**src/rtl/lsq_pkg.sv**
```systemverilog
/*
 * Shared widths, types and helper functions for the load/store queue.
 * Every RTL block imports this package in its module header.
 */
package lsq_pkg;

	localparam int xlen             = 64;
	localparam int prf_tag_bits     = 6;
	localparam int rob_idx_bits     = 5;
	localparam int offset_bits      = 16;	// Displacement field of a memory instruction
	localparam int default_lq_depth = 8;
	localparam int default_sq_depth = 8;

	typedef logic [xlen-1:0]         data_t;
	typedef logic [prf_tag_bits-1:0] prf_tag_t;
	typedef logic [rob_idx_bits-1:0] rob_idx_t;
	typedef logic [offset_bits-1:0]  offset_t;

	// Value when ready, otherwise the low bits hold the producer tag
	typedef struct packed {
		logic  ready;
		data_t value;
	} operand_t;

	// One result broadcast
	typedef struct packed {
		logic     valid;
		prf_tag_t tag;
		data_t    data;
	} cdb_t;

	//////////////////////////////
	// Helpers
	//////////////////////////////

	// Snoop the CDB for a pending operand
	function automatic operand_t capture(operand_t op, cdb_t bus);
		operand_t res;
		res = op;
		if (!op.ready && bus.valid && bus.tag == op.value[prf_tag_bits-1:0]) begin
			res.ready = 1'b1;
			res.value = bus.data;
		end
		return res;
	endfunction

	// Base plus sign-extended displacement
	function automatic data_t eff_addr(data_t base, offset_t offset);
		return base + {{(xlen-offset_bits){offset[offset_bits-1]}}, offset};
	endfunction

endpackage

```
**src/rtl/mem_req_if.sv**
```systemverilog
/*
 * Request channel from one queue to the memory port.
 * The requester holds req and its fields until done. Grant marks
 * acceptance, and done ends the bus cycle with rdata valid.
 */
`timescale 1ns/1ps

interface mem_req_if import lsq_pkg::*; ();

	logic  req;		// Held until done
	data_t addr;
	logic  write;		// High for a store
	data_t wdata;

	logic  grant;		// One pulse when the arbiter takes the request
	logic  done;		// One pulse when the bus cycle ends
	data_t rdata;		// Valid with done

	modport requester (
		output req, addr, write, wdata,
		input  grant, done, rdata
	);

	modport arbiter (
		input  req, addr, write, wdata,
		output grant, done, rdata
	);

endinterface

```
**src/rtl/load_queue.sv**
```systemverilog
/*
 * Load entries waiting for their base and for older stores to drain.
 * The lowest ready entry goes to the memory port, and the returned
 * data is broadcast on the result channel one cycle after done.
 */
`timescale 1ns/1ps

module load_queue import lsq_pkg::*; #(
	parameter int LQ_DEPTH = default_lq_depth,
	parameter int SQ_DEPTH = default_sq_depth
) (
	input  logic                          clock,
	input  logic                          reset,
	input  logic                          flush,
	input  logic                          enq,
	input  operand_t                      enq_base,
	input  offset_t                       enq_offset,
	input  prf_tag_t                      enq_dest_tag,
	input  rob_idx_t                      enq_rob_idx,
	input  logic [$clog2(SQ_DEPTH+1)-1:0] older_stores,	// Store queue occupancy
	input  cdb_t                          cdb,
	input  logic                          store_done,
	mem_req_if.requester                  mem,
	output cdb_t                          result,
	output rob_idx_t                      result_rob_idx,
	output logic                          almost_full
);
	localparam int idx_bits = (LQ_DEPTH > 1) ? $clog2(LQ_DEPTH) : 1;
	localparam int cnt_bits = $clog2(SQ_DEPTH+1);

	logic [LQ_DEPTH-1:0] valid;
	operand_t            base     [LQ_DEPTH];
	offset_t             offset   [LQ_DEPTH];
	prf_tag_t            dest_tag [LQ_DEPTH];
	rob_idx_t            rob_idx  [LQ_DEPTH];
	logic [cnt_bits-1:0] wait_cnt [LQ_DEPTH];	// Older stores still to write

	logic                      busy;		// A request is held
	logic                      granted;	// Held request is on the bus
	logic                      live;		// Held load survived any flush
	logic [idx_bits-1:0]       busy_idx;
	logic [idx_bits-1:0]       sel_idx;
	logic [idx_bits-1:0]       free_idx;
	logic [idx_bits-1:0]       req_idx;
	logic                      sel_found;
	logic [$clog2(LQ_DEPTH+1)-1:0] used;
	logic [cnt_bits-1:0]       enq_cnt;
	logic                      res_valid;
	prf_tag_t                  res_tag;
	data_t                     res_data;

	// Scan from the top so the lowest index wins
	always_comb begin
		sel_found = 1'b0;
		sel_idx   = '0;
		free_idx  = '0;
		used      = '0;
		for (int i = LQ_DEPTH-1; i >= 0; i--) begin
			if (valid[i] && base[i].ready && wait_cnt[i] == '0) begin
				sel_found = 1'b1;
				sel_idx   = idx_bits'(i);
			end
			if (!valid[i])
				free_idx = idx_bits'(i);
			used = used + valid[i];
		end
	end

	// A store finishing this cycle is not older for the new load
	assign enq_cnt = (store_done && older_stores != '0) ? older_stores - 1'b1 : older_stores;
	assign almost_full = used >= LQ_DEPTH - 1;

	assign req_idx   = busy ? busy_idx : sel_idx;
	assign mem.req   = busy | sel_found;
	assign mem.addr  = eff_addr(base[req_idx].value, offset[req_idx]);
	assign mem.write = 1'b0;
	assign mem.wdata = '0;

	assign result         = '{valid: res_valid, tag: res_tag, data: res_data};

	//////////////////////////////
	// Entry and request control
	//////////////////////////////
	always_ff @(posedge clock) begin
		if (reset) begin
			valid     <= '0;
			busy      <= 1'b0;
			granted   <= 1'b0;
			live      <= 1'b0;
			res_valid <= 1'b0;
		end else begin
			res_valid <= 1'b0;
			if (enq)
				valid[free_idx] <= 1'b1;
			if (!busy && sel_found) begin	// Lock the choice until done
				busy     <= 1'b1;
				busy_idx <= sel_idx;
				live     <= 1'b1;
			end
			if (mem.grant)
				granted <= 1'b1;
			if (mem.done) begin
				busy    <= 1'b0;
				granted <= 1'b0;
			end
			if (mem.done && live) begin
				valid[busy_idx] <= 1'b0;	// Entry frees as the result goes out
				res_valid       <= 1'b1;
			end
			if (flush) begin
				valid     <= '0;
				live      <= 1'b0;
				res_valid <= 1'b0;
				if (!granted && !mem.grant)
					busy <= 1'b0;	// Never reached the bus, just drop it
			end
		end
	end

	always_ff @(posedge clock) begin
		if (mem.done) begin
			res_tag        <= dest_tag[busy_idx];
			res_data       <= mem.rdata;
			result_rob_idx <= rob_idx[busy_idx];
		end
		for (int i = 0; i < LQ_DEPTH; i++) begin
			if (enq && free_idx == idx_bits'(i)) begin
				base[i]     <= capture(enq_base, cdb);
				offset[i]   <= enq_offset;
				dest_tag[i] <= enq_dest_tag;
				rob_idx[i]  <= enq_rob_idx;
				wait_cnt[i] <= enq_cnt;
			end else begin
				base[i] <= capture(base[i], cdb);
				if (store_done && wait_cnt[i] != '0)
					wait_cnt[i] <= wait_cnt[i] - 1'b1;
			end
		end
	end

endmodule

```
**src/rtl/store_queue.sv**
```systemverilog
/*
 * Circular store buffer. Stores wait for operands and for commit,
 * then write memory in program order from the head.
 * Occupancy and store_done keep the load queue ordered behind them.
 */
`timescale 1ns/1ps

module store_queue import lsq_pkg::*; #(
	parameter int SQ_DEPTH = default_sq_depth
) (
	input  logic                          clock,
	input  logic                          reset,
	input  logic                          flush,
	input  logic                          enq,
	input  operand_t                      enq_base,
	input  operand_t                      enq_data,
	input  offset_t                       enq_offset,
	input  rob_idx_t                      enq_rob_idx,
	input  cdb_t                          cdb,
	input  logic                          commit_valid,
	input  rob_idx_t                      commit_rob_idx,
	mem_req_if.requester                  mem,
	output logic                          store_done,
	output logic [$clog2(SQ_DEPTH+1)-1:0] occupancy,
	output logic                          almost_full
);
	localparam int ptr_bits = (SQ_DEPTH > 1) ? $clog2(SQ_DEPTH) : 1;

	logic [SQ_DEPTH-1:0] valid;
	logic [SQ_DEPTH-1:0] committed;
	operand_t            base    [SQ_DEPTH];
	operand_t            data    [SQ_DEPTH];
	offset_t             offset  [SQ_DEPTH];
	rob_idx_t            rob_idx [SQ_DEPTH];

	logic [ptr_bits-1:0] head;
	logic [ptr_bits-1:0] tail;
	logic                live;		// Bus cycle in flight belongs to the head

	function automatic logic [ptr_bits-1:0] next_ptr(logic [ptr_bits-1:0] p);
		return (p == ptr_bits'(SQ_DEPTH-1)) ? '0 : p + 1'b1;
	endfunction

	// Head writes once committed and both operands are in
	assign mem.req   = occupancy != '0 && committed[head] && base[head].ready && data[head].ready;
	assign mem.addr  = eff_addr(base[head].value, offset[head]);
	assign mem.write = 1'b1;
	assign mem.wdata = data[head].value;

	assign store_done  = mem.done & live;	// A flushed store writes but is not counted
	assign almost_full = occupancy >= SQ_DEPTH - 1;

	//////////////////////////////
	// Pointers and status
	//////////////////////////////
	always_ff @(posedge clock) begin
		if (reset) begin
			head      <= '0;
			tail      <= '0;
			occupancy <= '0;
			valid     <= '0;
			committed <= '0;
			live      <= 1'b0;
		end else begin
			if (mem.grant)
				live <= 1'b1;
			if (mem.done)
				live <= 1'b0;
			if (enq) begin
				valid[tail]     <= 1'b1;
				committed[tail] <= 1'b0;
				tail            <= next_ptr(tail);
			end
			if (store_done) begin
				valid[head] <= 1'b0;
				head        <= next_ptr(head);
			end
			if (enq && !store_done)
				occupancy <= occupancy + 1'b1;
			else if (!enq && store_done)
				occupancy <= occupancy - 1'b1;
			for (int i = 0; i < SQ_DEPTH; i++) begin
				if (commit_valid && valid[i] && rob_idx[i] == commit_rob_idx)
					committed[i] <= 1'b1;	// Safe to make visible
			end
			if (flush) begin
				head      <= '0;
				tail      <= '0;
				occupancy <= '0;
				valid     <= '0;
				committed <= '0;
				live      <= 1'b0;
			end
		end
	end

	// Entry payload and operand capture
	always_ff @(posedge clock) begin
		for (int i = 0; i < SQ_DEPTH; i++) begin
			if (enq && tail == ptr_bits'(i)) begin
				base[i]    <= capture(enq_base, cdb);
				data[i]    <= capture(enq_data, cdb);
				offset[i]  <= enq_offset;
				rob_idx[i] <= enq_rob_idx;
			end else begin
				base[i] <= capture(base[i], cdb);
				data[i] <= capture(data[i], cdb);
			end
		end
	end

endmodule

```
**src/rtl/mem_port.sv**
```systemverilog
/*
 * Memory port. Picks one queue request, store queue first, and runs
 * it as a Wishbone classic cycle. Ack comes back as done to the owner
 * with the read data passed straight through.
 */
`timescale 1ns/1ps

module mem_port import lsq_pkg::*; (
	input  logic        clock,
	input  logic        reset,
	mem_req_if.arbiter  lq,
	mem_req_if.arbiter  sq,
	output logic        wb_cyc,
	output logic        wb_stb,
	output logic        wb_we,
	output data_t       wb_adr,
	output data_t       wb_dat_w,
	input  data_t       wb_dat_r,
	input  logic        wb_ack
);
	typedef enum logic {
		st_idle,
		st_busy
	} state_t;

	state_t state;
	logic   owner_sq;	// Bus cycle belongs to the store queue

	assign sq.grant = state == st_idle && sq.req;
	assign lq.grant = state == st_idle && lq.req && !sq.req;

	assign sq.done  = state == st_busy && owner_sq && wb_ack;
	assign lq.done  = state == st_busy && !owner_sq && wb_ack;
	assign sq.rdata = wb_dat_r;
	assign lq.rdata = wb_dat_r;	// Load queue registers it with done

	assign wb_cyc = state == st_busy;
	assign wb_stb = state == st_busy;	// Classic cycle, stb follows cyc

	//////////////////////////////
	// Bus state
	//////////////////////////////
	always_ff @(posedge clock) begin
		if (reset) begin
			state <= st_idle;
		end else begin
			case (state)
				st_idle: if (sq.req || lq.req)
					state <= st_busy;
				st_busy: if (wb_ack)
					state <= st_idle;
				default: state <= st_idle;
			endcase
		end
	end

	// Latch the granted request for the whole cycle
	always_ff @(posedge clock) begin
		if (state == st_idle) begin
			owner_sq <= sq.req;
			wb_we    <= sq.req ? sq.write : lq.write;
			wb_adr   <= sq.req ? sq.addr  : lq.addr;
			wb_dat_w <= sq.req ? sq.wdata : lq.wdata;
		end
	end

endmodule

```
**src/rtl/lsq_top.sv**
```systemverilog
/*
 * Load/store queue top level. Steers dispatch to the load or store
 * queue, raises lsq_full and exposes dispatch, CDB, commit, result
 * and the Wishbone master as plain ports.
 */
`timescale 1ns/1ps

module lsq_top import lsq_pkg::*; #(
	parameter int LQ_DEPTH = default_lq_depth,
	parameter int SQ_DEPTH = default_sq_depth
) (
	input  logic        clock,
	input  logic        reset,
	// Dispatch
	input  logic        dispatch_valid,
	input  logic        dispatch_store,
	input  rob_idx_t    dispatch_rob_idx,
	input  prf_tag_t    dispatch_dest_tag,
	input  logic [xlen:0] dispatch_base,	// Ready flag on top, then value or tag
	input  offset_t     dispatch_offset,
	input  logic [xlen:0] dispatch_data,	// Same layout, stores only
	// Result bus in, commit and flush
	input  logic        cdb_valid,
	input  prf_tag_t    cdb_tag,
	input  data_t       cdb_data,
	input  logic        commit_valid,
	input  rob_idx_t    commit_rob_idx,
	input  logic        flush,
	// Load results
	output logic        result_valid,
	output prf_tag_t    result_tag,
	output data_t       result_data,
	output rob_idx_t    result_rob_idx,
	// Wishbone classic master
	output logic        wb_cyc,
	output logic        wb_stb,
	output logic        wb_we,
	output data_t       wb_adr,
	output data_t       wb_dat_w,
	input  data_t       wb_dat_r,
	input  logic        wb_ack,
	output logic        lsq_full
);
	mem_req_if lq_mem ();
	mem_req_if sq_mem ();

	operand_t disp_base;
	operand_t disp_data;
	cdb_t     cdb;
	cdb_t     result;
	logic     lq_enq;
	logic     sq_enq;
	logic     lq_almost_full;
	logic     sq_almost_full;
	logic     store_done;
	logic [$clog2(SQ_DEPTH+1)-1:0] sq_occupancy;

	assign disp_base = dispatch_base;
	assign disp_data = dispatch_data;
	assign cdb       = '{valid: cdb_valid, tag: cdb_tag, data: cdb_data};

	assign lq_enq   = dispatch_valid && !lsq_full && !dispatch_store;
	assign sq_enq   = dispatch_valid && !lsq_full && dispatch_store;
	assign lsq_full = lq_almost_full | sq_almost_full;	// One slot kept in each queue

	assign result_valid = result.valid;
	assign result_tag   = result.tag;
	assign result_data  = result.data;

	load_queue #(.LQ_DEPTH(LQ_DEPTH), .SQ_DEPTH(SQ_DEPTH)) u_load_queue (
		.clock(clock), .reset(reset), .flush(flush),
		.enq(lq_enq), .enq_base(disp_base), .enq_offset(dispatch_offset),
		.enq_dest_tag(dispatch_dest_tag), .enq_rob_idx(dispatch_rob_idx),
		.older_stores(sq_occupancy), .cdb(cdb), .store_done(store_done),
		.mem(lq_mem.requester), .result(result), .result_rob_idx(result_rob_idx),
		.almost_full(lq_almost_full)
	);

	store_queue #(.SQ_DEPTH(SQ_DEPTH)) u_store_queue (
		.clock(clock), .reset(reset), .flush(flush),
		.enq(sq_enq), .enq_base(disp_base), .enq_data(disp_data),
		.enq_offset(dispatch_offset), .enq_rob_idx(dispatch_rob_idx), .cdb(cdb),
		.commit_valid(commit_valid), .commit_rob_idx(commit_rob_idx),
		.mem(sq_mem.requester), .store_done(store_done),
		.occupancy(sq_occupancy), .almost_full(sq_almost_full)
	);

	mem_port u_mem_port (
		.clock(clock), .reset(reset), .lq(lq_mem.arbiter), .sq(sq_mem.arbiter),
		.wb_cyc(wb_cyc), .wb_stb(wb_stb), .wb_we(wb_we), .wb_adr(wb_adr),
		.wb_dat_w(wb_dat_w), .wb_dat_r(wb_dat_r), .wb_ack(wb_ack)
	);

endmodule

```
**config.mk**
```make
export PLATFORM = sky130hd
export DESIGN_NAME = lsq_top
export DESIGN_NICKNAME = d
export VERILOG_FILES = /design/src/rtl/lsq_pkg.sv /design/src/rtl/mem_req_if.sv /design/src/rtl/load_queue.sv /design/src/rtl/store_queue.sv /design/src/rtl/mem_port.sv /design/src/rtl/lsq_top.sv
export SDC_FILE = /design/constraint.sdc
export NUM_CORES = 2
export LEC_CHECK = 0
export BUFFER_PORTS_ARGS = -buffer_cell sky130_fd_sc_hd__buf_2
export CORE_MARGIN = 8
export CORE_UTILIZATION = 50
export CTS_CLUSTER_SIZE = 25
export DETAILED_ROUTE_END_ITERATION = 7
export GPL_ROUTABILITY_DRIVEN = 0
export PLACE_DENSITY_LB_ADDON = 0.3
export SYNTH_ARGS = -nofsm -noshare
export SYNTH_HDL_FRONTEND = slang
export SYNTH_SLANG_ARGS = --single-unit
export TNS_END_PERCENT = 1
```
**constraint.sdc**
```tcl
create_clock -name clock -period 13.4 [get_ports clock]
set_input_delay 0.67 -clock clock [delete_from_list [all_inputs] [get_ports clock]]
set_output_delay 0.67 -clock clock [all_outputs]
set_load 0.02 [all_outputs]
```
# After elaboration in Yosys (flattened, before gate mapping)
# Memories as Yosys holds them, arrays and structs flattened. A register that Yosys moved wholly into a read port is not among the register bits.
# Index checks and enable logic that the tools add are counted.
word_totals:
  reg_bits: 237
  latch_bits: 0
  mem_bits_rw: 1976
  mem_bits_ro: 0
  memories: 9
mem_list:
  columns: ["memory", "words", "word_bits", "rd", "rd_clocked_by_memory_dff", "wr", "line_no", "text"]
  rows:
  - ["u_load_queue.base", 8, 65, 9, 0, 8, "load_queue.sv:32", "operand_t base [LQ_DEPTH];"]
  - ["u_store_queue.base", 8, 65, 9, 1, 8, "store_queue.sv:31", "operand_t base [SQ_DEPTH];"]
  - ["u_store_queue.data", 8, 65, 9, 1, 8, "store_queue.sv:32", "operand_t data [SQ_DEPTH];"]
  - ["u_load_queue.offset", 8, 16, 1, 0, 1, "load_queue.sv:33", "offset_t offset [LQ_DEPTH];"]
  - ["u_store_queue.offset", 8, 16, 1, 1, 1, "store_queue.sv:33", "offset_t offset [SQ_DEPTH];"]
  - ["u_load_queue.dest_tag", 8, 6, 1, 1, 1, "load_queue.sv:34", "prf_tag_t dest_tag [LQ_DEPTH];"]
  - ["3 more memories", null, null, null, null, null, null, null]
op_classes:
  add_sub_neg: 21
  n_mul: 0
  div: 0
  order_cmp: 10
  eq_ne: 49
  shifts: 0
  mux: 354
  n_bitwise: 45
  n_reduce_logical: 234
ops:
  columns: ["operator", "n"]
  rows:
  - ["$mux 65", 98]
  - ["$mux 16", 14]
  - ["$reduce_or 16->1", 14]
  - ["$mux 3", 60]
  - ["$eq 6x6->1", 26]
  - ["$mux 1", 136]
  - ["$logic_and 1x1->1", 131]
  - ["$add 64x64->64", 2]
  - ["$mux 5", 14]
  - ["$reduce_or 5->1", 14]
  - ["$mux 64", 1]
  - ["$mux 8", 7]
  - ["$mux 4", 11]
  - ["$mux 6", 7]
  - ["$reduce_or 6->1", 7]
  - ["$eq 5x5->1", 8]
  - ["$reduce_bool 4->1", 9]
  - ["$sub 4x1->4 const B", 9]
  - ["$logic_not 1->1", 35]
  - ["$or 1x1->1", 34]
  - ["$logic_not 4->1", 8]
  - ["$eq 3x3->1 const B", 9]
  - ["$add 4x1->4", 6]
  - ["$and 8x8->8", 3]
  - ["21 further kinds", 50]

# Depth between registers and ports, before layout
logic_depth:
  word_depth: 23
  depth_mapped: 27

# By module
# Synthesis repeated with hierarchy kept, for this count alone.
unflattened:
  hier_cells: 8115
  hier_area_um2: 115811.1
by_module_without_submodules:
  columns: ["mod", "instances", "cells_each", "area_each_um2", "seq_area_each_um2"]
  rows:
  - ["store_queue", 1, 3936, 64166.5, 36875.4]
  - ["load_queue", 1, 3764, 44786.7, 25644.6]
  - ["mem_port", 1, 412, 6824.0, 3923.8]
  - ["lsq_top", 1, 3, 33.8, 0.0]

# Worst setup path after synthesis
# Ideal clock, no wire load.
synth_timing:
  kind: "input to register"
  from: "input port cdb_tag[0]"
  to: "memory u_load_queue.base[1][0] in the netlist's numbering (enable)"
  setup_ns: 0.666
  arrival_ns: 8.424
  slack_ns: 4.310
  cell_stages: 6
  n_path_buf: 2
  cell_sequence: "clkbuf_1 > clkbuf_1 > xor2_1 > nor3b_1 > nand3_1 > o41ai_1"
synth_lines:
  columns: ["element", "line_no", "text"]
  rows:
  - ["from (decl)", "lsq_top.sv:24", "input prf_tag_t cdb_tag,"]
  - ["to (decl)", "load_queue.sv:32", null]

==> summary.md <==
| Metric | Value |
|---|---|
| Power Dens Cells | `126 nW/um2` |
| Post-CTS Setup Bufs | `0` |
| Chip width | `488 um` |
| Final WL | `335 mm` |
| DP Wirelength | `208 mm` |
| Critical path class | `reg2reg` |
| Placed inst area | `116,000 um2` |
| Fin area | `125,000 um2` |
| Slew headroom | `10.3%` |
| RSZ-0062 raised after global routing | `no` |
| Fin Setup TNS | `0 ps` |
| Post-cts sizing count | `0` |
| 1st-iter DRT viols | `10,500` |
| Tcrit/Tclk final | `57.9%` |
| Largest net degree at the start of global routing | `166` |
| FMAX | `0.129 GHz` |
| Initial core utilization | `50.2%` |
| Syn Inst Count | `9,213` |
| CTS root buf | `clkbuf_16` |
| Crit-path max FO | `94` |
| Number of global-route vias before repair | `75,200` |
| Leak pwr | `44.5 nW` |
| Register bit total from synthesis | `2,226` |
| Power after layout | `0.0157 W` |
| CTS tree | `built` |
| Fillers | `17,800` |
| Placed Instances | `12,100` |
| Mux share of post-synthesis cell area | `13.8%` |
| Compound-Gate Fraction of Synth Area | `8.49%` |
| Die Ht | `488 um` |
| Post-route ant nets | `0` |
| Slew at the pin with the worst max-slew slack | `1310 ps` |
| Most used flip-flop cell after synthesis | `edfxtp_1` |
| CTS max path bufs | `3` |
| CTS Sinks | `2,226` |
| Avg WL per Cell | `26.6 um` |
| Die area | `238,000 um2` |
| Mean Syn Cell Area | `12.1 um2` |
| Layout Skew | `68.2 ps` |
| Residual DRC count | `1` |
| Synth warn | `0` |
| I/O Pins | `512` |
| CTS Hold Buffers Added | `70` |
| Largest family of logic cells by synthesized area | `multiplexers` |
| Num CTS Buffers | `231` |
| Area share of and/or/nand/nor cells after synthesis | `10.6%` |
| Register area | `66,400 um2` |
| CTS clk-pin slew, worst paths | `60 ps` |
| First-pass GRT wire length | `490 mm` |
| Initial antenna violation count | `93` |
| Syn_nets | `9,680` |
| Distinct cells, synth | `84` |
| Max-cap violations | `0` |
| Post-synthesis xor/xnor area fraction | `2.60%` |
| Req. time, crit path | `14,140 ps` |
| Clk Latency, worst-skew pair | `900 ps` |
| Share of cells above drive strength 1 | `21.1%` |
| Area of the core | `222,000 um2` |
| Max VDD drop | `0.120 mV` |
| Final Hold Viols | `0` |
| Outcome | `complete, but fails checks` |
| Max H-tree Level | `4` |
| GRT Total Usage | `27.2%` |
| Multi-input gate area | `42,000 um2` |
| EDFF count, synth | `2,183` |
| Period minus WS final | `7760 ps` |
| Vias per std cell | `6.18` |
| Synth Area in Adders | `1.87%` |
| Drt pass-1 iters | `8` |
| Post-Layout Cell Count | `12,600` |
| Core Util, Final | `56.3%` |
| Setup crit end kind | `flip-flop` |
| Row count | `173` |
| Worst hold path type | `in2reg` |
| Ys async rst share | `0%` |
| CP arrival | `8500 ps` |
| Grt total ovfl | `0` |
| Cell area after synthesis | `111,000 um2` |
| Buffers on Ports | `511` |
| Final Setup Violations | `0` |
| CP Launch Type | `flip-flop` |
| Area grow syn2layout | `12.1%` |
| Final Max Tran Viols | `0` |
| Via count | `77,900` |
| Violated checks | `DRC` |
| Nets | `9,859` |
| Seq/Total Area, Yosys | `59.6%` |
path summary, 6_finish.rpt:
check	to	startpoint	slack (ps)	cells after the start
worst min register to register	u_store_queue.committed[0]	u_store_queue.committed[0]	460	2
worst max register to register	u_mem_port.wb_adr[48]	u_load_queue.wait_cnt[1][12]	5640	24
worst max-delay path	u_mem_port.wb_adr[48]	u_load_queue.wait_cnt[1][12]	5640	24
worst min-delay path	u_load_queue.dest_tag[6][0]	dispatch_dest_tag[0]	60	1
report_power, final:
group / switching [W] / internal [W] / total (W)
registers: 0.0000639 / 0.00778 / 0.00784
clock network: 0.00280 / 0.00372 / 0.00652
logic: 0.000864 / 0.000477 / 0.00134
total: 0.00372 / 0.0120 / 0.0157
cells by family (layout without fill, tap and decap cells):
logic type | count (synthesis) | after routing
muxes | 1067 | 1067
other | 0 | 42
buffers and inverters | 889 | 1255
DFF | 2226 | 2226
adders and majority gates | 163 | 163
AOI/OAI and AO/OA | 1713 | 1713
xor gates and xnor gates | 331 | 331
and+or+nand+nor | 2824 | 2824
state kept, by name (all words and copies together) (netlist names), 3 cells and up, named ones only:
register	flops
u_load_queue.valid	8
u_store_queue.committed	8
u_mem_port.wb_dat_w	64
u_load_queue.res_data	64
u_load_queue.offset	128
u_store_queue.base	520
u_store_queue.head	3
u_load_queue.res_tag	6
u_mem_port.wb_adr	64
u_load_queue.wait_cnt	32
u_load_queue.rob_idx	40
u_store_queue.data	520
u_store_queue.tail	3
u_store_queue.occupancy	4
u_load_queue.busy_idx	3
u_load_queue.base	520
u_store_queue.offset	128
u_store_queue.valid	8
u_load_queue.dest_tag	48
u_load_queue.result_rob_idx	5
u_store_queue.rob_idx	40
cell type report:
class	instances	share of cell area [%]
sequential	2226	53.2
multi-input combinational	6098	33.7
inverter	89	0.288
clock inverter	142	1.31
antenna	42	0.0842
timing repair buffer	746	3.69
clock buffer	278	4.79
tap	2975	2.98
worst max-delay path: stages (launching register included):
cell and delay, ps:
edfxtp_1 390, inv_1 120, ha_1 170, nor3b_1 270, nand3_1 140, a211o_1 290, a31oi_2 340, mux2_8 690
buf_4 850, nand2_1 120, nand3_1 110, nand2_1 60, o21ai_0 460, ha_1 380, o21a_1 140, a211oi_1 410
or3_1 270, a21oi_1 110, o31a_1 340, a31oi_1 370, o21ai_1 190, a221o_1 380, a21oi_1 330, mux2_1 370
a21oi_1 150
synth_stat cells (9+ instances only):
| master | count | area share [%] |
|---|---|---|
| ha_1 | 157 | 1.8 |
| o21ai_0 | 520 | 2.3 |
| o21a_1 | 12 | 0.081 |
| a311oi_1 | 10 | 0.079 |
| nor3b_1 | 29 | 0.20 |
| buf_1 | 81 | 0.27 |
| nand3b_1 | 12 | 0.081 |
| mux2_2 | 593 | 6.0 |
| nor2_1 | 909 | 3.1 |
| nand3_1 | 451 | 2.0 |
| nand2_1 | 1229 | 4.1 |
| nand4_1 | 35 | 0.20 |
| edfxtp_1 | 2183 | 59 |
| nor3_1 | 51 | 0.23 |
| nor2b_1 | 14 | 0.079 |
| dfxtp_1 | 43 | 0.77 |
| o31ai_1 | 9 | 0.061 |
| a31oi_1 | 15 | 0.084 |
| o211ai_1 | 15 | 0.10 |
| o21ai_1 | 9 | 0.040 |
| nor4_1 | 9 | 0.051 |
| o41ai_1 | 10 | 0.079 |
| clkbuf_1 | 684 | 2.3 |
| xnor2_1 | 175 | 1.4 |
| and2_1 | 13 | 0.073 |
| a211oi_1 | 18 | 0.12 |
| a41o_1 | 11 | 0.099 |
| o21bai_1 | 30 | 0.20 |
| nand2b_1 | 14 | 0.079 |
| a21oi_1 | 922 | 4.1 |
| buf_2 | 33 | 0.15 |
| mux4_2 | 314 | 6.3 |
| mux2i_1 | 158 | 1.4 |
| and3_1 | 13 | 0.073 |
| inv_1 | 85 | 0.29 |
| xor2_1 | 156 | 1.2 |
| or3_1 | 21 | 0.12 |
| a21o_1 | 63 | 0.42 |
routing by layer:
layer / track usage [%] / wire (um)
met1: 38.2 / 136000
met2: 42.6 / 152000
met3: 6.34 / 37600
met4: 7.96 / 9060
met5: 0 / 486
layout by cell type, fill, tap and decap left out, drive strengths merged, types with 14 or more instances in the layout:
| cell type | count |
|---|---|
| a211oi | 19 |
| a21o | 63 |
| a21oi | 922 |
| a31oi | 16 |
| buf | 676 |
| bufinv | 28 |
| clkbuf | 278 |
| clkinv | 99 |
| dfxtp | 43 |
| diode | 42 |
| dlygate4sd3 | 70 |
| edfxtp | 2183 |
| ha | 157 |
| inv | 95 |
| mux2 | 595 |
| mux2i | 158 |
| mux4 | 314 |
| nand2 | 1230 |
| nand2b | 14 |
| nand3 | 451 |
| nand4 | 35 |
| nor2 | 909 |
| nor2b | 14 |
| nor3 | 52 |
| nor3b | 30 |
| o211ai | 17 |
| o21ai | 530 |
| o21bai | 30 |
| or3 | 21 |
| xnor2 | 175 |
| xor2 | 156 |
through the flow:
stage                     hold WS (ps)  setup slack (ps)
after CTS                         4.60              5820
after detailed placement           451              5850
after global routing              54.8              5240
after global placement             449              5900
final                             64.0              5640
after floorplan                    433              4310
No activity file was read; power rests on OpenSTA's default activity.
